--- src/ucpd_pkg.sv ---
`default_nettype none

package ucpd_pkg;

  // --------------------------------------------------
  // widths
  // --------------------------------------------------

  // run-length counters and the half-UI threshold
  parameter int UI_CNT_W = 11;

  // run length or threshold, in ucpd_clk cycles
  typedef logic [UI_CNT_W-1:0] ui_cnt_t;

  // accumulator for threshold averaging
  typedef logic [UI_CNT_W:0] ui_sum_t;

  // --------------------------------------------------
  // filter configuration
  // --------------------------------------------------

  // bit 1 two-sample match when set, three-sample when clear
  // bit 0 filter bypass
  typedef logic [1:0] filt_cfg_t;

  localparam int FILT_BYP_BIT = 0;
  localparam int FILT_2N3_BIT = 1;

  // --------------------------------------------------
  // trainer
  // --------------------------------------------------

  // eight thresholds averaged per lock
  localparam int AVG_SHIFT = 3;

  typedef enum logic [1:0] {
    TRN_IDLE    = 2'd0,
    TRN_MEASURE = 2'd1,
    TRN_AVERAGE = 2'd2,
    TRN_LOCKED  = 2'd3
  } trn_state_t;

endpackage

`default_nettype wire

--- src/ucpd_cc_filter.sv ---
`timescale 1ns/1ns
`default_nettype none

module ucpd_cc_filter (
  input  wire                 ucpd_clk,
  input  wire                 ic_rst_n,
  input  wire                 cc_in,
  input  ucpd_pkg::filt_cfg_t filt_cfg,
  output logic                cc_filt,
  output logic                cc_edge
);

  import ucpd_pkg::*;

  // two-flop synchronizer
  logic sync_q1;
  logic sync_q2;
  // history of synchronized samples
  logic hist_q0;
  logic hist_q1;
  // filtered level and next value
  logic filt_q;
  logic filt_nxt;

  // --------------------------------------------------
  // synchronizer and sample history
  // --------------------------------------------------
  always_ff @(posedge ucpd_clk or negedge ic_rst_n) begin
    if (!ic_rst_n) begin
      sync_q1 <= 1'b0;
      sync_q2 <= 1'b0;
      hist_q0 <= 1'b0;
      hist_q1 <= 1'b0;
    end else begin
      sync_q1 <= cc_in;
      sync_q2 <= sync_q1;
      hist_q0 <= sync_q2;
      hist_q1 <= hist_q0;
    end
  end

  // --------------------------------------------------
  // glitch filter
  // --------------------------------------------------
  always_comb begin
    // hold level unless samples agree
    filt_nxt = filt_q;
    if (filt_cfg[FILT_BYP_BIT]) begin
      filt_nxt = sync_q2;
    end else if (filt_cfg[FILT_2N3_BIT]) begin
      // last two samples match
      if (sync_q2 == hist_q0) begin
        filt_nxt = sync_q2;
      end
    end else begin
      // last three samples match
      if ((sync_q2 == hist_q0) && (hist_q0 == hist_q1)) begin
        filt_nxt = sync_q2;
      end
    end
  end

  // level and edge strobe leave on the same cycle
  always_ff @(posedge ucpd_clk or negedge ic_rst_n) begin
    if (!ic_rst_n) begin
      filt_q  <= 1'b0;
      cc_edge <= 1'b0;
    end else begin
      filt_q  <= filt_nxt;
      cc_edge <= filt_nxt ^ filt_q;
    end
  end

  assign cc_filt = filt_q;

endmodule

`default_nettype wire

--- src/ucpd_ui_trainer.sv ---
`timescale 1ns/1ns
`default_nettype none

module ucpd_ui_trainer #(
  parameter int UI_CNT_W = ucpd_pkg::UI_CNT_W
) (
  input  wire                 ucpd_clk,
  input  wire                 ic_rst_n,
  input  wire                 cc_filt,
  input  wire                 cc_edge,
  input  wire                 rx_pre_en,
  input  wire                 rx_stop,
  output logic [UI_CNT_W-1:0] ui_thresh,
  output logic                locked
);

  import ucpd_pkg::*;

  trn_state_t state;

  // per-level run counters
  logic [UI_CNT_W-1:0] hi_cnt;
  logic [UI_CNT_W-1:0] lo_cnt;
  logic [UI_CNT_W-1:0] run_len;
  // stored runs A and B, C is the run ending now
  logic [UI_CNT_W-1:0] run_a;
  logic [UI_CNT_W-1:0] run_b;
  logic [1:0]          run_idx;
  logic                skip_run;
  // triple evaluation
  logic [UI_CNT_W+1:0] trip_sum;
  logic [UI_CNT_W+3:0] trip_x3;
  logic [UI_CNT_W-1:0] trip_th;
  logic                trip_ok;
  // averaging
  logic [UI_CNT_W:0]   acc_sum;
  logic [UI_CNT_W:0]   acc_nxt;
  logic [AVG_SHIFT-1:0] avg_cnt;

  // --------------------------------------------------
  // run length measurement
  // --------------------------------------------------
  // each counter runs while its level is present, saturating
  always_ff @(posedge ucpd_clk or negedge ic_rst_n) begin
    if (!ic_rst_n) begin
      hi_cnt <= '0;
      lo_cnt <= '0;
    end else if (cc_filt) begin
      lo_cnt <= '0;
      if (~&hi_cnt) begin
        hi_cnt <= hi_cnt + 1'b1;
      end
    end else begin
      hi_cnt <= '0;
      if (~&lo_cnt) begin
        lo_cnt <= lo_cnt + 1'b1;
      end
    end
  end

  // on an edge the level is already new, the run just ended is the other one
  assign run_len = cc_filt ? lo_cnt : hi_cnt;

  // --------------------------------------------------
  // triple check and 3/8 threshold
  // --------------------------------------------------
  // full UI plus two halves, long run first or last
  assign trip_ok = ((run_len > run_a) && (run_len > run_b)) ||
                   ((run_a > run_b) && (run_a > run_len));

  // a+b+c is two UI, 3/8 of it is 3/4 UI
  assign trip_sum = run_a + run_b + run_len;
  assign trip_x3  = trip_sum + (trip_sum << 1);
  assign trip_th  = trip_x3[UI_CNT_W+2:3];
  assign acc_nxt  = acc_sum + trip_th;

  // --------------------------------------------------
  // trainer FSM
  // --------------------------------------------------
  always_ff @(posedge ucpd_clk or negedge ic_rst_n) begin
    if (!ic_rst_n) begin
      state     <= TRN_IDLE;
      skip_run  <= 1'b0;
      run_idx   <= 2'd0;
      run_a     <= '0;
      run_b     <= '0;
      acc_sum   <= '0;
      avg_cnt   <= '0;
      ui_thresh <= '0;
      locked    <= 1'b0;
    end else begin
      case (state)
        TRN_IDLE: begin
          if (rx_pre_en && !rx_stop) begin
            // first run is partial, throw it away
            state    <= TRN_MEASURE;
            skip_run <= 1'b1;
            run_idx  <= 2'd0;
            acc_sum  <= '0;
            avg_cnt  <= '0;
          end
        end
        TRN_MEASURE, TRN_AVERAGE: begin
          if (!rx_pre_en || rx_stop) begin
            state <= TRN_IDLE;
          end else if (cc_edge) begin
            if (skip_run) begin
              skip_run <= 1'b0;
            end else if (run_idx == 2'd0) begin
              run_a   <= run_len;
              run_idx <= 2'd1;
            end else if (run_idx == 2'd1) begin
              run_b   <= run_len;
              run_idx <= 2'd2;
            end else begin
              run_idx <= 2'd0;
              if (trip_ok) begin
                acc_sum <= acc_nxt;
                avg_cnt <= avg_cnt + 1'b1;
                if (&avg_cnt) begin
                  // eighth threshold, average and lock
                  state     <= TRN_LOCKED;
                  ui_thresh <= UI_CNT_W'(acc_nxt >> AVG_SHIFT);
                  locked    <= 1'b1;
                end else begin
                  state <= TRN_AVERAGE;
                end
              end else begin
                // long run in the middle, drop and shift phase by one run
                skip_run <= 1'b1;
                state    <= TRN_MEASURE;
              end
            end
          end
        end
        TRN_LOCKED: begin
          if (rx_stop) begin
            state     <= TRN_IDLE;
            ui_thresh <= '0;
            locked    <= 1'b0;
          end
        end
        default: begin
          state <= TRN_IDLE;
        end
      endcase
    end
  end

endmodule

`default_nettype wire

--- src/ucpd_bmc_decoder.sv ---
`timescale 1ns/1ns
`default_nettype none

module ucpd_bmc_decoder #(
  parameter int UI_CNT_W = ucpd_pkg::UI_CNT_W
) (
  input  wire                ucpd_clk,
  input  wire                ic_rst_n,
  input  wire                cc_edge,
  input  wire [UI_CNT_W-1:0] ui_thresh,
  input  wire                locked,
  input  wire                phy_rx_en,
  input  wire                rx_stop,
  output logic               rx_bit,
  output logic               rx_bit_vld,
  output logic               receive_en
);

  // clocks since the last edge
  logic [UI_CNT_W-1:0] run_cnt;
  // first half of a 1 bit seen
  logic                half_pend;
  logic                run_long;
  logic                emit_zero;
  logic                emit_one;

  // --------------------------------------------------
  // receive enable
  // --------------------------------------------------
  always_ff @(posedge ucpd_clk or negedge ic_rst_n) begin
    if (!ic_rst_n) begin
      receive_en <= 1'b0;
    end else if (rx_stop) begin
      receive_en <= 1'b0;
    end else if (locked && phy_rx_en) begin
      receive_en <= 1'b1;
    end
  end

  // --------------------------------------------------
  // run counter
  // --------------------------------------------------
  // loads 1 on an edge so its value is the run length at the next edge
  always_ff @(posedge ucpd_clk or negedge ic_rst_n) begin
    if (!ic_rst_n) begin
      run_cnt <= '0;
    end else if (rx_stop) begin
      run_cnt <= '0;
    end else if (cc_edge) begin
      run_cnt <= UI_CNT_W'(1);
    end else if (~&run_cnt) begin
      run_cnt <= run_cnt + 1'b1;
    end
  end

  // --------------------------------------------------
  // bit decision
  // --------------------------------------------------
  // longer than 3/4 UI is a full UI
  assign run_long  = run_cnt > ui_thresh;
  assign emit_zero = receive_en && cc_edge && run_long;
  assign emit_one  = receive_en && cc_edge && !run_long && half_pend;

  always_ff @(posedge ucpd_clk or negedge ic_rst_n) begin
    if (!ic_rst_n) begin
      half_pend  <= 1'b0;
      rx_bit_vld <= 1'b0;
    end else begin
      rx_bit_vld <= emit_zero || emit_one;
      if (rx_stop || !receive_en) begin
        half_pend <= 1'b0;
      end else if (cc_edge) begin
        // a long run also resyncs a stray half
        half_pend <= !run_long && !half_pend;
      end
    end
  end

  // bit value, qualified by rx_bit_vld
  always_ff @(posedge ucpd_clk) begin
    if (emit_zero) begin
      rx_bit <= 1'b0;
    end else if (emit_one) begin
      rx_bit <= 1'b1;
    end
  end

endmodule

`default_nettype wire

--- src/ucpd_bmc_encoder.sv ---
`timescale 1ns/1ns
`default_nettype none

module ucpd_bmc_encoder (
  input  wire  ucpd_clk,
  input  wire  ic_rst_n,
  input  wire  bmc_en,
  input  wire  tx_bit,
  input  wire  bit_strb,
  input  wire  hbit_strb,
  output logic cc_out
);

  // --------------------------------------------------
  // BMC encode
  // --------------------------------------------------
  // transition at every bit boundary
  // extra mid-bit transition for a 1

  logic tx_toggle;

  assign tx_toggle = bit_strb || (hbit_strb && tx_bit);

  always_ff @(posedge ucpd_clk or negedge ic_rst_n) begin
    if (!ic_rst_n) begin
      cc_out <= 1'b0;
    end else if (!bmc_en) begin
      // line parked low when idle
      cc_out <= 1'b0;
    end else if (tx_toggle) begin
      cc_out <= ~cc_out;
    end
  end

endmodule

`default_nettype wire

--- src/ucpd_bmc_phy.sv ---
`timescale 1ns/1ns
`default_nettype none

module ucpd_bmc_phy #(
  parameter int UI_CNT_W = ucpd_pkg::UI_CNT_W
) (
  input  wire                 ucpd_clk,
  input  wire                 ic_rst_n,
  input  wire                 cc_in,
  input  ucpd_pkg::filt_cfg_t filt_cfg,
  input  wire                 rx_pre_en,
  input  wire                 phy_rx_en,
  input  wire                 rx_stop,
  input  wire                 bmc_en,
  input  wire                 tx_bit,
  input  wire                 bit_strb,
  input  wire                 hbit_strb,
  output logic                cc_out,
  output logic                rx_bit,
  output logic                rx_bit_vld,
  output logic                receive_en,
  output logic [UI_CNT_W-1:0] ui_thresh,
  output logic                locked
);

  // filtered CC level and its edge strobe
  logic cc_filt;
  logic cc_edge;

  // --------------------------------------------------
  // receive path
  // --------------------------------------------------
  ucpd_cc_filter u_cc_filter (
    .ucpd_clk (ucpd_clk),
    .ic_rst_n (ic_rst_n),
    .cc_in    (cc_in),
    .filt_cfg (filt_cfg),
    .cc_filt  (cc_filt),
    .cc_edge  (cc_edge)
  );

  // preamble training, rx_stop also drops lock
  ucpd_ui_trainer #(
    .UI_CNT_W (UI_CNT_W)
  ) u_ui_trainer (
    .ucpd_clk  (ucpd_clk),
    .ic_rst_n  (ic_rst_n),
    .cc_filt   (cc_filt),
    .cc_edge   (cc_edge),
    .rx_pre_en (rx_pre_en),
    .rx_stop   (rx_stop),
    .ui_thresh (ui_thresh),
    .locked    (locked)
  );

  ucpd_bmc_decoder #(
    .UI_CNT_W (UI_CNT_W)
  ) u_bmc_decoder (
    .ucpd_clk   (ucpd_clk),
    .ic_rst_n   (ic_rst_n),
    .cc_edge    (cc_edge),
    .ui_thresh  (ui_thresh),
    .locked     (locked),
    .phy_rx_en  (phy_rx_en),
    .rx_stop    (rx_stop),
    .rx_bit     (rx_bit),
    .rx_bit_vld (rx_bit_vld),
    .receive_en (receive_en)
  );

  // --------------------------------------------------
  // transmit path
  // --------------------------------------------------
  ucpd_bmc_encoder u_bmc_encoder (
    .ucpd_clk  (ucpd_clk),
    .ic_rst_n  (ic_rst_n),
    .bmc_en    (bmc_en),
    .tx_bit    (tx_bit),
    .bit_strb  (bit_strb),
    .hbit_strb (hbit_strb),
    .cc_out    (cc_out)
  );

endmodule

`default_nettype wire

--- config.mk ---
export PLATFORM = sky130hd
export DESIGN_NAME = ucpd_bmc_phy
export DESIGN_NICKNAME = d
export VERILOG_FILES = /design/src/ucpd_pkg.sv /design/src/ucpd_cc_filter.sv /design/src/ucpd_ui_trainer.sv /design/src/ucpd_bmc_decoder.sv /design/src/ucpd_bmc_encoder.sv /design/src/ucpd_bmc_phy.sv
export SDC_FILE = /design/constraint.sdc
export NUM_CORES = 1
export LEC_CHECK = 0
export BUFFER_PORTS_ARGS = -buffer_cell sky130_fd_sc_hd__buf_4
export CORE_AREA = 2 2 123 125
export DETAILED_ROUTE_END_ITERATION = 6
export DIE_AREA = 0 0 125 127
export PLACE_DENSITY = 0.66
export SLEW_MARGIN = 10
export SYNTH_ARGS = -nofsm -noshare
export SYNTH_HDL_FRONTEND = slang
export SYNTH_HIERARCHICAL = 1
export SYNTH_SLANG_ARGS = --single-unit
--- constraint.sdc ---
create_clock -name ucpd_clk -period 6.56 [get_ports ucpd_clk]
set_input_delay 0.984 -clock ucpd_clk [delete_from_list [all_inputs] [get_ports ucpd_clk]]
set_output_delay 0.984 -clock ucpd_clk [all_outputs]
set_load 0.05 [all_outputs]
==> flow_metrics.py <==
metrics = {
    "worst_setup_path": {
        "crit_start": "u_cc_filter/cc_filt",
        "r2r_end": "u_ui_trainer/acc_sum[11]",
        "endpoint_kind": "flop",
        "timing.rr.start": "u_cc_filter/cc_filt",
        "r2r_setup_slack_ns": 0.82,
        "crit_fanout": 5,
        "arrival_ns": 6.03,
        "cp-start-kind": "flop",
        "critPathRequiredTime_ns": 6.85,
        "cp-endpoint": "u_ui_trainer/acc_sum[11]",
        "reg2reg_depth": 21,
        "worstSetupPathType": "reg -> reg",
    },
    "clock_network": {
        "cts-root-buf": "clkbuf_16",
        "cts_buffer_depth": 2,
        "clkTransAtPathRegs_ns": 0.07,
        "clock_sinks": 96,
        "ctsResizeCount": 0,
        "cts_tree": "built",
        "htree_levels": 3,
        "post-cts-setup-buffers": 0,
        "ctsHoldBuffers": 0,
        "clk_latency_ns": 0.36,
        "cts_buffers": 9,
    },
    "cells_and_area": {
        "nNetsFinal": 916,
        "final_common_cell": "dfrtp_1",
        "final_cell_mix": "95 x dfrtp_1, 93 x nand2_1, 83 x ha_1, 57 x inv_1, 55 x o21ai_0",
        "layout-drive-gt1-share_pct": 8.86,
        "fill_cells": 1304,
        "areaGrowthSynthToFinish_pct": 9.05,
        "n_antenna_cell": 0,
    },
    "power_and_ir_drop": {
        "seqPwrFrac_pct": 23.4,
        "comb_power_share_pct": 61.2,
        "clockPowerShare_pct": 15.4,
        "p_sw_mw": 1.69,
        "total_leakage_power_nw": 3.80,
        "p_int_mw": 1.93,
        "vdd_ir_drop_max_uv": 252,
        "netSwitchingFraction_pct": 46.8,
        "power_density_nw_per_um2": 462,
    },
    "route": {
        "postRouteAntennaNets": 0,
        "drt_iter0_drc": 314,
        "vias_per_cell": 5.80,
        "avgRoutedWirePerCell_um": 16.4,
        "drc": 0,
        "vias": 5781,
        "wl_um": 16300,
        "drt-pass1-iter-count": 5,
    },
    "global_routing": {
        "grt_util_all_layers_pct": 21.3,
        "grt_pass1_wl_um": 27900,
        "grt_max_degree": 67,
        "grt-ovfl-total": 0,
        "antenna_found_initial": 0,
        "grt_pass1_vias": 5908,
    },
    "timing": {
        "worst_pin_slew_ns": 0.834,
        "final_hold_viol_count": 0,
        "setup_viol": 0,
        "min_period_over_period_pct": 87.6,
        "fin_crit_ns": 5.74,
        "fmax_mhz": 174,
        "tns_ns": 0,
        "whs_ns": 0.349,
        "drv_slew": 0,
        "finClkSkew_ns": 0.00737,
        "rsz0062_at_grt": "false",
        "slew_headroom_pct": 44.4,
    },
    "synthesis": {
        "netlist_area_um2": 7190,
        "synth_area_per_cell_um2": 9.12,
        "synth_cell_types": 81,
        "yosysSeqAreaShare_pct": 33.3,
        "synth_edf_count": 0,
        "ys_ff_latch": 96,
        "async_reset_ff_share_pct": 99.0,
        "syn_inst": 789,
        "synth_warnings": 6,
        "synth_flop_cell": "dfrtp_1",
    },
    "placement": {
        "globalplace.congestion": 0.940,
        "hpwl_um": 12500,
        "io_buffers": 25,
    },
    "floorplanning": {
        "core-area_um2": 14400,
        "start_util_pct": 49.9,
        "die_w_um": 125,
        "dieArea_um2": 15900,
        "num_rows": 44,
        "ios": 28,
        "die_h_um": 127,
    },
    "run": {
        "cap_violations": 0,
    },
    "min_path": {
        "hold_class": "reg -> reg",
    },
    "status": {
        "status": "finished, final reports clean",
    },
}
==> synth_stat cells, types with 3 or more instances <==
| cell type | count | area share (%) |
|---|---|---|
| fa_1 | 13 | 3.6 |
| dfrtp_1 | 95 | 33 |
| a31oi_1 | 8 | 0.70 |
| or3_1 | 10 | 0.87 |
| nor2_1 | 42 | 2.2 |
| nor3_1 | 12 | 0.84 |
| or2_2 | 4 | 0.35 |
| xor2_1 | 17 | 2.1 |
| a21o_1 | 15 | 1.6 |
| o211ai_1 | 6 | 0.63 |
| and3_1 | 7 | 0.61 |
| inv_1 | 57 | 3.0 |
| nand2b_1 | 8 | 0.70 |
| o21ai_0 | 55 | 3.8 |
| a21oi_1 | 45 | 3.1 |
| xnor2_1 | 25 | 3.0 |
| o21a_1 | 7 | 0.73 |
| a211oi_1 | 5 | 0.52 |
| o21bai_1 | 3 | 0.31 |
| o221ai_1 | 11 | 1.3 |
| nor2b_1 | 9 | 0.78 |
| a21boi_0 | 6 | 0.63 |
| and2_1 | 6 | 0.52 |
| a211o_1 | 5 | 0.61 |
| nand3_1 | 31 | 2.2 |
| ha_1 | 83 | 14 |
| nand4_1 | 14 | 1.2 |
| mux2i_1 | 15 | 2.1 |
| clkbuf_1 | 15 | 0.78 |
| a211oi_2 | 3 | 0.52 |
| nand2_1 | 93 | 4.9 |
==> through the flow <==
| step | power (mW) | setup slack [ns] | instance area (um2) | util (%) | instances |
|---|---|---|---|---|---|
| global placement | 2.97 | 0.909 | 7540 | 52.2 | 981 |
| finish | 3.62 | 0.816 | 7840 | 54.4 | 997 |
| CTS | 3.62 | 0.807 | 7840 | 54.4 | 997 |
| floorplan | 2.53 | 0.573 | 7200 | - | 790 |
| detailed placement | 3.05 | 0.829 | 7540 | 52.2 | 981 |
| global route | 3.95 | 0.347 | 7840 | 54.4 | 997 |
==> cell families after synthesis <==
kind of cell	count (synthesis)	share of synthesized area (%)
other	1	0.0521
xor gates and xnor gates	43	5.34
adders and majority gates	96	18.1
muxes	17	2.40
DFF	96	33.3
and+or+nand+nor	252	17.1
buffers and inverters	81	4.58
AOI/OAI and AO/OA	203	19.2
==> worst max-delay path, stage by stage, from the launching register on <==
cell	delay, ns
dfrtp_1	0.45
mux2i_1	0.35
inv_1	0.13
fa_1	0.49
ha_1	0.24
fa_1	0.40
a21oi_1	0.23
o21bai_1	0.10
xor2_1	0.17
ha_1	0.37
a2111o_1	0.45
o22a_1	0.22
a21oi_1	0.21
o21bai_1	0.17
nand2_1	0.09
xor2_1	0.16
ha_1	0.36
and3_1	0.19
a21oi_1	0.07
a211o_1	0.31
or4_1	0.40
nand3_1	0.09
==> area by class of cell <==
| cell class | count | area (um2) | area share, % |
|---|---|---|---|
| Multi-Input combinational cell | 613 | 4470 | 57.0 |
| Sequential cell | 96 | 2400 | 30.6 |
| Clock buffer | 11 | 243 | 3.10 |
| Tap cell | 184 | 230 | 2.94 |
| Inverter | 59 | 221 | 2.82 |
| Timing Repair Buffer | 29 | 218 | 2.78 |
| Clock inverter | 5 | 63.8 | 0.814 |
==> metal layers <==
| layer | vias to the layer above | share of wire, % | GRT usage, % |
|---|---|---|---|
| li1 | 2865 | - | - |
| met1 | 2822 | 45 | 26.0 |
| met2 | 74 | 50 | 37.6 |
| met3 | 20 | 2.5 | 4.98 |
| met4 | 0 | 2.4 | 6.34 |
| met5 | - | 0 | 0 |
==> how the worst min path moves through the flow <==
stage / slack [ns] / startpoint / to / depth (start not counted)
after CTS: 0.35 / u_cc_filter/sync_q1 / u_cc_filter/sync_q2 / 0
after detailed placement: 0.34 / u_cc_filter/sync_q1 / u_cc_filter/sync_q2 / 0
after floorplan: 0.33 / u_cc_filter/sync_q1 / u_cc_filter/sync_q2 / 0
after global placement: 0.34 / u_cc_filter/sync_q1 / u_cc_filter/sync_q2 / 0
final: 0.35 / u_cc_filter/sync_q1 / u_cc_filter/sync_q2 / 0
after global routing: 0.35 / u_cc_filter/sync_q1 / u_cc_filter/sync_q2 / 0
==> power by group through the flow <==
| stage | registers, mW | clock network [mW] | logic [mW] |
|---|---|---|---|
| 4_1_cts | 0.850 | 0.573 | 2.20 |
| 3_5_place_dp | 0.861 | 0 | 2.19 |
| 5_1_grt | 0.868 | 0.592 | 2.49 |
| 6_report | 0.849 | 0.557 | 2.21 |
| 2_1_floorplan | 0.914 | 0 | 1.62 |
| 3_3_place_gp | 0.854 | 0 | 2.12 |
==> state kept, by name (all words and copies together), names as in the netlist, 2 cells and up <==
signal / flops
u_ui_trainer/run_a: 11
u_ui_trainer/run_b: 11
u_ui_trainer/acc_sum: 12
u_ui_trainer/state: 2
u_ui_trainer/lo_cnt: 11
u_bmc_decoder/run_cnt: 11
u_ui_trainer/hi_cnt: 11
u_ui_trainer/avg_cnt: 3
u_ui_trainer/run_idx: 2
u_ui_trainer/ui_thresh: 9
Note: power is estimated with default switching activity, not from simulation.
